[src/source/csr_pkg.sv]
`default_nettype none

package csr_pkg;

    parameter int xlen = 64;

    typedef logic [11:0] csr_idx_t;
    typedef logic [xlen-1:0] word_t;

    typedef enum logic [1:0] {
        csr_none,
        csr_write,
        csr_set,
        csr_clear
    } csr_op_t;

    // machine-mode csr indices
    localparam csr_idx_t csr_mstatus   = 12'h300;
    localparam csr_idx_t csr_misa      = 12'h301;
    localparam csr_idx_t csr_mie       = 12'h304;
    localparam csr_idx_t csr_mtvec     = 12'h305;
    localparam csr_idx_t csr_mscratch  = 12'h340;
    localparam csr_idx_t csr_mepc      = 12'h341;
    localparam csr_idx_t csr_mcause    = 12'h342;
    localparam csr_idx_t csr_mip       = 12'h344;
    localparam csr_idx_t csr_mcycle    = 12'hB00;
    localparam csr_idx_t csr_minstret  = 12'hB02;
    localparam csr_idx_t csr_mvendorid = 12'hF11;
    localparam csr_idx_t csr_marchid   = 12'hF12;
    localparam csr_idx_t csr_mimpid    = 12'hF13;
    localparam csr_idx_t csr_mhartid   = 12'hF14;

    localparam word_t cause_ecall  = word_t'(11);
    localparam word_t cause_ebreak = word_t'(3);
    // interrupt flag in the top bit
    localparam word_t cause_mtimer = {1'b1, {(xlen - 4){1'b0}}, 3'd7};

    // rv64i with mxl = 2
    localparam word_t misa_value    = {2'b10, {(xlen - 28){1'b0}}, 26'h100};
    localparam word_t marchid_value = word_t'(1);
    localparam word_t mie_mask      = word_t'(64'h80);

    localparam int mstatus_mie    = 3;
    localparam int mstatus_mpie   = 7;
    localparam int mstatus_mpp_lo = 11;
    localparam int mstatus_mpp_hi = 12;

endpackage

`default_nettype wire

[src/source/trap_if.sv]
`default_nettype none

interface trap_if;
    import csr_pkg::*;

    // trap control to csr file
    logic  enter;
    logic  leave;
    word_t cause;
    word_t epc;

    // csr file to trap control
    word_t mtvec;
    word_t mepc;
    logic  irq_ready;

    modport ctrl (
        output enter, leave, cause, epc,
        input  mtvec, mepc, irq_ready
    );

    modport regs (
        input  enter, leave, cause, epc,
        output mtvec, mepc, irq_ready
    );

endinterface

`default_nettype wire

[src/source/clint_timer.sv]
`default_nettype none

module clint_timer #(
    parameter int unsigned tick_div = 2
) (
    input  wire logic           clk,
    input  wire logic           rst,
    input  wire logic           timer_wr_en,
    input  wire logic           timer_wr_sel,
    input  wire csr_pkg::word_t timer_wdata,
    output logic                mtip
);
    import csr_pkg::*;

    localparam int unsigned cnt_w = (tick_div > 1) ? $clog2(tick_div) : 1;

    logic [cnt_w-1:0] presc;
    logic             tick;
    word_t            mtime;
    word_t            mtimecmp;
    word_t            mtime_nxt;
    word_t            mtimecmp_nxt;

    assign tick = (presc == cnt_w'(tick_div - 1));

    // mtime write wins over the tick
    always_comb begin
        mtime_nxt    = mtime;
        mtimecmp_nxt = mtimecmp;
        if (timer_wr_en && timer_wr_sel) begin
            mtime_nxt = timer_wdata;
        end else if (tick) begin
            mtime_nxt = mtime + word_t'(1);
        end
        if (timer_wr_en && !timer_wr_sel) begin
            mtimecmp_nxt = timer_wdata;
        end
    end

    // compare on next values so mtip rises with mtime
    always_ff @(posedge clk) begin
        if (rst) begin
            presc    <= '0;
            mtime    <= '0;
            mtimecmp <= '1;
            mtip     <= 1'b0;
        end else begin
            presc    <= tick ? '0 : presc + cnt_w'(1);
            mtime    <= mtime_nxt;
            mtimecmp <= mtimecmp_nxt;
            mtip     <= (mtime_nxt >= mtimecmp_nxt);
        end
    end

endmodule

`default_nettype wire

[src/source/csr_file.sv]
`default_nettype none

module csr_file #(
    parameter csr_pkg::word_t hart_id = '0
) (
    input  wire logic             clk,
    input  wire logic             rst,
    input  wire logic             inst_valid,
    input  wire csr_pkg::csr_idx_t csr_index,
    input  wire csr_pkg::csr_op_t csr_op,
    input  wire logic             csr_src,
    input  wire csr_pkg::word_t   rs1_data,
    input  wire csr_pkg::word_t   csr_imm,
    input  wire logic             mtip,
    output csr_pkg::word_t        csr_rdata,
    trap_if.regs                  trap
);
    import csr_pkg::*;

    word_t mstatus_r;
    word_t mtvec_r;
    word_t mepc_r;
    word_t mcause_r;
    word_t mie_r;
    word_t mscratch_r;
    word_t mcycle_r;
    word_t minstret_r;
    word_t mip_val;

    word_t operand;
    word_t new_value;
    logic  wr_en;

    // timer pending is live, not stored
    assign mip_val = word_t'(mtip) << 7;

    assign operand = csr_src ? csr_imm : rs1_data;

    // trap entry suppresses the instruction's own write
    assign wr_en = inst_valid && (csr_op != csr_none) && !trap.enter;

    // old value is also the base for set and clear
    always_comb begin
        case (csr_index)
            csr_mstatus:   csr_rdata = mstatus_r;
            csr_misa:      csr_rdata = misa_value;
            csr_mie:       csr_rdata = mie_r;
            csr_mtvec:     csr_rdata = mtvec_r;
            csr_mscratch:  csr_rdata = mscratch_r;
            csr_mepc:      csr_rdata = mepc_r;
            csr_mcause:    csr_rdata = mcause_r;
            csr_mip:       csr_rdata = mip_val;
            csr_mcycle:    csr_rdata = mcycle_r;
            csr_minstret:  csr_rdata = minstret_r;
            csr_mvendorid: csr_rdata = '0;
            csr_marchid:   csr_rdata = marchid_value;
            csr_mimpid:    csr_rdata = '0;
            csr_mhartid:   csr_rdata = hart_id;
            default:       csr_rdata = '0;
        endcase
    end

    always_comb begin
        case (csr_op)
            csr_write: new_value = operand;
            csr_set:   new_value = csr_rdata | operand;
            csr_clear: new_value = csr_rdata & ~operand;
            default:   new_value = csr_rdata;
        endcase
    end

    always_ff @(posedge clk) begin
        if (rst) begin
            mstatus_r <= '0;
        end else if (wr_en && csr_index == csr_mstatus) begin
            mstatus_r <= new_value;
        end else if (trap.enter) begin
            mstatus_r[mstatus_mpie] <= mstatus_r[mstatus_mie];
            mstatus_r[mstatus_mie] <= 1'b0;
            mstatus_r[mstatus_mpp_hi:mstatus_mpp_lo] <= 2'b11;
        end else if (trap.leave) begin
            mstatus_r[mstatus_mie] <= mstatus_r[mstatus_mpie];
            mstatus_r[mstatus_mpie] <= 1'b1;
            mstatus_r[mstatus_mpp_hi:mstatus_mpp_lo] <= 2'b00;
        end
    end

    always_ff @(posedge clk) begin
        if (rst) begin
            mepc_r   <= '0;
            mcause_r <= '0;
        end else if (trap.enter) begin
            mepc_r   <= trap.epc;
            mcause_r <= trap.cause;
        end else if (wr_en) begin
            if (csr_index == csr_mepc) begin
                mepc_r <= new_value;
            end
            if (csr_index == csr_mcause) begin
                mcause_r <= new_value;
            end
        end
    end

    always_ff @(posedge clk) begin
        if (rst) begin
            mtvec_r    <= '0;
            mie_r      <= '0;
            mscratch_r <= '0;
        end else if (wr_en) begin
            case (csr_index)
                // direct mode only
                csr_mtvec:    mtvec_r <= new_value & ~word_t'(3);
                csr_mie:      mie_r <= new_value & mie_mask;
                csr_mscratch: mscratch_r <= new_value;
                default: ;
            endcase
        end
    end

    // explicit counter write wins over the increment
    always_ff @(posedge clk) begin
        if (rst) begin
            mcycle_r <= '0;
        end else if (wr_en && csr_index == csr_mcycle) begin
            mcycle_r <= new_value;
        end else begin
            mcycle_r <= mcycle_r + word_t'(1);
        end
    end

    always_ff @(posedge clk) begin
        if (rst) begin
            minstret_r <= '0;
        end else if (wr_en && csr_index == csr_minstret) begin
            minstret_r <= new_value;
        end else if (inst_valid && !trap.enter) begin
            minstret_r <= minstret_r + word_t'(1);
        end
    end

    assign trap.mtvec = mtvec_r;
    assign trap.mepc  = mepc_r;
    assign trap.irq_ready = mstatus_r[mstatus_mie] & mie_r[7] & mip_val[7];

endmodule

`default_nettype wire

[src/source/csr_unit_top.sv]
`default_nettype none

module csr_unit_top #(
    parameter int unsigned    tick_div = 2,
    parameter csr_pkg::word_t hart_id  = '0
) (
    input  wire logic              clk,
    input  wire logic              rst,
    input  wire logic              inst_valid,
    input  wire csr_pkg::csr_idx_t csr_index,
    input  wire csr_pkg::csr_op_t  csr_op,
    input  wire logic              csr_src,
    input  wire csr_pkg::word_t    rs1_data,
    input  wire csr_pkg::word_t    csr_imm,
    input  wire csr_pkg::word_t    inst_addr,
    input  wire logic              inst_ecall,
    input  wire logic              inst_ebreak,
    input  wire logic              inst_mret,
    input  wire logic              timer_wr_en,
    input  wire logic              timer_wr_sel,
    input  wire csr_pkg::word_t    timer_wdata,
    output csr_pkg::word_t         csr_rdata,
    output logic                   redirect,
    output csr_pkg::word_t         redirect_pc
);

    logic mtip;

    trap_if trap_bus ();

    csr_file #(
        .hart_id (hart_id)
    ) csr_file_i (
        .clk        (clk),
        .rst        (rst),
        .inst_valid (inst_valid),
        .csr_index  (csr_index),
        .csr_op     (csr_op),
        .csr_src    (csr_src),
        .rs1_data   (rs1_data),
        .csr_imm    (csr_imm),
        .mtip       (mtip),
        .csr_rdata  (csr_rdata),
        .trap       (trap_bus)
    );

    trap_ctrl trap_ctrl_i (
        .inst_valid  (inst_valid),
        .inst_ecall  (inst_ecall),
        .inst_ebreak (inst_ebreak),
        .inst_mret   (inst_mret),
        .inst_addr   (inst_addr),
        .redirect    (redirect),
        .redirect_pc (redirect_pc),
        .trap        (trap_bus)
    );

    clint_timer #(
        .tick_div (tick_div)
    ) clint_timer_i (
        .clk          (clk),
        .rst          (rst),
        .timer_wr_en  (timer_wr_en),
        .timer_wr_sel (timer_wr_sel),
        .timer_wdata  (timer_wdata),
        .mtip         (mtip)
    );

endmodule

`default_nettype wire

[src/source/trap_ctrl.sv]
`default_nettype none

module trap_ctrl (
    input  wire logic           inst_valid,
    input  wire logic           inst_ecall,
    input  wire logic           inst_ebreak,
    input  wire logic           inst_mret,
    input  wire csr_pkg::word_t inst_addr,
    output logic                redirect,
    output csr_pkg::word_t      redirect_pc,
    trap_if.ctrl                trap
);
    import csr_pkg::*;

    // faulting pc is always the current instruction
    assign trap.epc = inst_addr;

    // interrupt first, then ecall, ebreak, mret
    always_comb begin
        trap.enter  = 1'b0;
        trap.leave  = 1'b0;
        trap.cause  = '0;
        redirect    = 1'b0;
        redirect_pc = '0;
        if (inst_valid) begin
            if (trap.irq_ready) begin
                trap.enter  = 1'b1;
                trap.cause  = cause_mtimer;
                redirect    = 1'b1;
                redirect_pc = trap.mtvec;
            end else if (inst_ecall) begin
                trap.enter  = 1'b1;
                trap.cause  = cause_ecall;
                redirect    = 1'b1;
                redirect_pc = trap.mtvec;
            end else if (inst_ebreak) begin
                trap.enter  = 1'b1;
                trap.cause  = cause_ebreak;
                redirect    = 1'b1;
                redirect_pc = trap.mtvec;
            end else if (inst_mret) begin
                trap.leave  = 1'b1;
                redirect    = 1'b1;
                redirect_pc = trap.mepc;
            end
        end
    end

endmodule

`default_nettype wire

[config.mk]
export PLATFORM = sky130hd
export DESIGN_NAME = csr_unit_top
export DESIGN_NICKNAME = d
export VERILOG_FILES = /design/src/source/csr_pkg.sv /design/src/source/trap_if.sv /design/src/source/clint_timer.sv /design/src/source/csr_file.sv /design/src/source/csr_unit_top.sv /design/src/source/trap_ctrl.sv
export SDC_FILE = /design/constraint.sdc
export NUM_CORES = 2
export LEC_CHECK = 0
export BUFFER_PORTS_ARGS = -buffer_cell sky130_fd_sc_hd__clkbuf_2
export CORE_AREA = 2 2 294 296
export CTS_CLUSTER_SIZE = 20
export DETAILED_ROUTE_END_ITERATION = 8
export DIE_AREA = 0 0 296 298
export PLACE_DENSITY = 0.64
export SLEW_MARGIN = 20
export SYNTH_ARGS = -nofsm -noshare
export SYNTH_HDL_FRONTEND = slang
export SYNTH_SLANG_ARGS = --single-unit
[constraint.sdc]
create_clock -name clk -period 8.7 [get_ports clk]
set_input_delay 1.74 -clock clk [delete_from_list [all_inputs] [get_ports clk]]
set_output_delay 1.74 -clock clk [all_outputs]
set_load 0.05 [all_outputs]
Word-level counts from Yosys, hierarchy flattened
Index checks and enable logic that the tools add are counted.

Muxes and demuxes: 46. $add $sub $neg: 4. $lt $le $gt $ge: 1. Bitwise gates (word level): 5. Reduce and logical (&&, ||, !) cells: 22. Eq/ne operators: 14.

Operators by type and width (number): $mux 64 (21); $pmux 64 s11 (1); $add 64x1->64 const B (3); $pmux 64 s3 (1); $eq 12x10->1 const B (8); $and 64x64->64 (1); $ge 64x64->1 (1); $not 64->64 (1); $or 64x64->64 (1); $eq 12x12->1 const B (3); $mux 1 (19); $reduce_and 2->1 (5); $reduce_bool 2->1 (5); $logic_and 1x1->1 (8); $mux 2 (4); $eq 2x2->1 const B (2); $reduce_bool 3->1 (1); $and 1x1->1 (2); $eq 2x1->1 const B (1); $logic_not 1->1 (2); $reduce_or 2->1 (1); $add 1x1->1 const B (1).

Output and inout port bits: 129. Input bits: 279. Word-level logic and storage cells: 105. Register bits: 577.

Depth between registers and ports, before layout
Depth after elaboration: 8. Mapped depth: 17. Mapped depth without buffers: 16.

Hierarchy
From an unflattened synthesis, not the netlist that was laid out.

Cell total of the unflattened synthesis: 4783. Area, all modules: 37916.4 um2.

Modules (own cells, without submodules): csr_file (times used 1, area each 27894.3 um2, sequential area each 8948.6 um2, cells an instance 3569); clint_timer (times used 1, area each 7663.6 um2, sequential area each 2602.5 um2, cells an instance 859); trap_ctrl (times used 1, area each 2358.5 um2, sequential area each 0.0 um2, cells an instance 355).

Worst setup path after synthesis
No wires, ideal clock.

Path type: input to output. From: in csr_index[4]. To: out csr_rdata[32]. Setup slack: 3198 ps. Data required time: 6960 ps. Path buffers: 4. Arrival time: 3762 ps. Stages on the path: 11. Cell sequence: or2_2 buf_4 nor4_4 and2_1 buf_4 buf_4 buf_2 a222oi_1 nand2_1 nor3_1 inv_1.

Cells in the longest elaborated chain, start to end: 2. Elaborated cells on any way between the ends: 12. Those cells by class: 11 x eq/ne; 1 x mux.

Ends and longest elaborated chain: start: declaration (RTL line csr_unit_top.sv:10) `input wire csr_pkg::csr_idx_t csr_index,`; $eq 12x12->1 / $eq 12x10->1 (equally long branches) (RTL line csr_file.sv:44) `case (csr_index)`; $pmux 64 s11 (*) (RTL line csr_file.sv:44); end: declaration (RTL line csr_unit_top.sv:22) `output csr_pkg::word_t csr_rdata,`.

Every way passes the cells marked *; elsewhere a longest branch is shown, timed or not.

Worst setup path in the final report
From: in csr_index[1]. To: out csr_rdata[11].

Same word-level chain as after synthesis.

==> metrics <==
RR Endpoint=clint_timer_i.mtip; DRC violations left=0; primary flip-flop cell chosen by synthesis mapping=sky130_fd_sc_hd__dfxtp_1; total power of the final layout=6.544 mW; EDFF count, synth=0; synthesis-to-layout area growth=17.09%; Hold Fails Final Rpt=0; Avg Inst Size Synth=8.388 um2; result of the run=completed; count of max-cap constraint violations=0; number of clock buffers inserted by TritonCTS=70; Synth cell types=83; largest delay contributor family on the critical path=simple AND/OR/NAND/NOR gates; largest fanout on the critical path=30; synthesized instance count=3731; area of the mapped netlist=31300 um2; number of buffers between clock root and the deepest sink=3; RSZ-0062 raised after global routing=no; all-layer global routing usage=28.87%; number of buffers inserted for hold repair after clock tree synthesis=0; leading area contributor after synthesis=sky130_fd_sc_hd__dfxtp_1; number of global-route vias before repair=30180; destination of the worst hold path=csr_file_i.mscratch_r[7]; deepest level of the CTS H-tree=3; slowest stage cell, crit path=sky130_fd_sc_hd__and2_2; internal reg-to-reg setup slack=3.56 ns; transition time at the pin with the least slew margin=1.211 ns; Reg clk slew, reported paths=0.06 ns; power density over cell area=178.6 nW/um2; share of cells above drive strength 1=17.32%; Tmin final=7.114 ns; dominant cell by count in the synthesized netlist=sky130_fd_sc_hd__dfxtp_1; start point of the worst hold path=csr_file_i.mscratch_r[7]; area used by multi-input combinational logic=18530 um2; Avg Vias per Cell=6.181; Max Clock Freq=0.1406 GHz; Final Routed Wirelength=132200 um; final estimated routing congestion in global placement=1.005; depth of the worst register-to-register path=15; core area=84880 um2; leak pwr=14.47 nW; Layout Cell Area excl Fill=36640 um2; post-route core utilization=43.17%; crit-path most repeated cell=sky130_fd_sc_hd__clkbuf_2; clock latency on the worst-skew pair=0.65 ns; number of nets still failing antenna checks after routing=0; Synth area leaders=sky130_fd_sc_hd__dfxtp_1 (37%), sky130_fd_sc_hd__nand2_1 (5.8%), sky130_fd_sc_hd__a22o_1 (5.4%), sky130_fd_sc_hd__o21ai_0 (4.4%), sky130_fd_sc_hd__mux2i_1 (3.5%); wire length of the first global-routing pass=193700 um; initial standard-cell utilization of the core=36.87%; top cell type's share of synthesized area=36.91%; Initial DRC Count=3622; overall die width=296 um; number of core rows=107; Slew Viols, Final=0; arrival time of data at the critical path endpoint=5.37 ns; Synthesized Nets=4077; final-layout setup total negative slack=0 ns; final setup violation count=0; vertical die dimension=298 um; post-detailed-placement half-perimeter wirelength=90610 um; buffers and inverters on the worst path=3; Min-Delay Path Depth=2; WP data required=6.96 ns; Final Net Count=4315; sort of element at the end of the critical path=output port; sequential cell area in the final layout=11550 um2; post-route fraction of the period consumed by the critical path=81.77%; category of the critical setup timing path=in -> out; floorplan die area=88210 um2; number of clock sinks=577; # port buffers=407; Pre-antenna DRT Iters=7; clock skew=0.03706 ns; post_cts resized=0; max-slew headroom at the worst pin=18.98%; number of flip-flops and latches in the synthesized netlist=577; leading cell types by count after synthesis=sky130_fd_sc_hd__dfxtp_1 (577), sky130_fd_sc_hd__nand2_1 (480), sky130_fd_sc_hd__o21ai_0 (276); worst min-delay path class=reg -> reg; clock root cell=sky130_fd_sc_hd__clkbuf_16; Max VDD drop=0.0001611 V; reg2reg start=clint_timer_i.mtime[14]; Yosys warnings=0; share of synthesized registers carrying an async set or reset=0%; number of vias after detailed routing=31930; number of placed instances with taps included=5041; initial antenna violation count=7; CP Launch Type=primary input; fill cell total of the finished layout=8562; area after detailed placement=34190 um2; clock tree from TritonCTS=yes; non-filler instance count after layout=5166; average wire per cell in the routed design=25.60 um; number of buffers inserted by post-CTS setup repair=0; worst path cell trace=clkbuf_2 > nor3b_1 > and2_1 > and2_2 > buf_4 > a221oi_1 > nand2_1 > clkbuf_2; largest net degree at the start of global routing=90; number of I/O pins=408; portion of the post-synthesis area used by sequential elements=36.91%; peak per-stage delay on the critical path=0.76 ns; grt ovf=0
[through the flow]
stage	setup slack, ns	hold WS (ns)
3_5_place_dp	1.824	0.4363
3_3_place_gp	1.960	0.4251
2_1_floorplan	3.198	0.4162
4_1_cts	1.804	0.4495
5_1_grt	1.501	0.4673
6_report	1.586	0.4563
[report_power, final]
group          leakage, nW  total, mW  internal (mW)  switching [mW]
clock                 1.21       3.14           1.86            1.28
combinational         8.57      0.664          0.217           0.446
sequential            4.68       2.75           2.70          0.0463
[placed cells by master (no fill, tap or decap), drive strengths merged, types with 67 or more instances in the layout]
cell / n
a211oi: 105
a21oi: 120
a22o: 193
and3: 83
and4: 69
buf: 67
clkbuf: 500
dfxtp: 577
ha: 67
mux2i: 109
nand2: 480
nand3: 122
nand4: 104
nor2: 232
o211ai: 70
o21ai: 276
xnor2: 79
xor2: 70
[registers in the layout, summed over array words and instances, names as in the netlist]
signal,flops
clint_timer_i.mtime,64
clint_timer_i.mtimecmp,64
csr_file_i.mcause_r,64
csr_file_i.mcycle_r,64
csr_file_i.minstret_r,64
csr_file_i.mscratch_r,64
csr_file_i.mstatus_r,64
csr_file_i.trap.mepc,64
csr_file_i.trap.mtvec,62
clint_timer_i.mtip,1
clint_timer_i.presc,1
csr_file_i.mie_r,1
[final cells by class]
| cell class | count | share of cell area (%) |
|---|---|---|
| antenna | 3 | 0.02049 |
| clock buffer | 95 | 5.528 |
| multi-input combinational | 2809 | 50.56 |
| tap | 1144 | 3.906 |
| sequential | 577 | 31.52 |
| inverter | 39 | 0.4132 |
| timing repair buffer | 472 | 6.914 |
| clock inverter | 27 | 1.137 |
[worst max-delay path by stage]
stage	startpoint	to	cells after the start
after floorplan	csr_index[4]	csr_rdata[32]	11
after global placement	csr_index[1]	csr_rdata[11]	8
after detailed placement	csr_index[1]	csr_rdata[11]	8
after CTS	csr_index[1]	csr_rdata[11]	8
after global routing	csr_index[1]	csr_rdata[11]	8
final	csr_index[1]	csr_rdata[11]	8
[worst reg2reg max path: stages (launching register included)]
cell and delay [ns]:
sky130_fd_sc_hd__dfxtp_1 0.38, sky130_fd_sc_hd__and3_1 0.29, sky130_fd_sc_hd__and4_1 0.34, sky130_fd_sc_hd__nand4_1 0.39, sky130_fd_sc_hd__nor3_1 0.93, sky130_fd_sc_hd__nand3_1 0.19
sky130_fd_sc_hd__xor2_1 0.23, sky130_fd_sc_hd__a21oi_1 0.11, sky130_fd_sc_hd__ha_1 0.35, sky130_fd_sc_hd__a211oi_1 0.21, sky130_fd_sc_hd__nor2_1 0.08, sky130_fd_sc_hd__o21a_1 0.18
sky130_fd_sc_hd__o2111ai_1 0.19, sky130_fd_sc_hd__nand4_1 0.14, sky130_fd_sc_hd__a221oi_1 0.64, sky130_fd_sc_hd__a221oi_1 0.29
[logic make-up after synthesis]
| kind of cell | synth area share, % |
|---|---|
| and+or+nand+nor | 21.51 |
| AOI/OAI and AO/OA | 25.71 |
| DFF | 36.91 |
| buffers and inverters | 4.490 |
| xor gates and xnor gates | 4.170 |
| muxes | 4.530 |
| adders and majority gates | 2.679 |
[per-layer routing]
layer | wire length (um) | vias to the layer above | GRT usage, %
met5 | 30 | - | 0
met4 | 7947 | 4 | 16.17
met3 | 13670 | 414 | 6.326
met2 | 58810 | 1793 | 45.04
met1 | 51770 | 15200 | 36.76
li1 | - | 14520 | -
No activity file was read; power rests on OpenSTA's default activity.
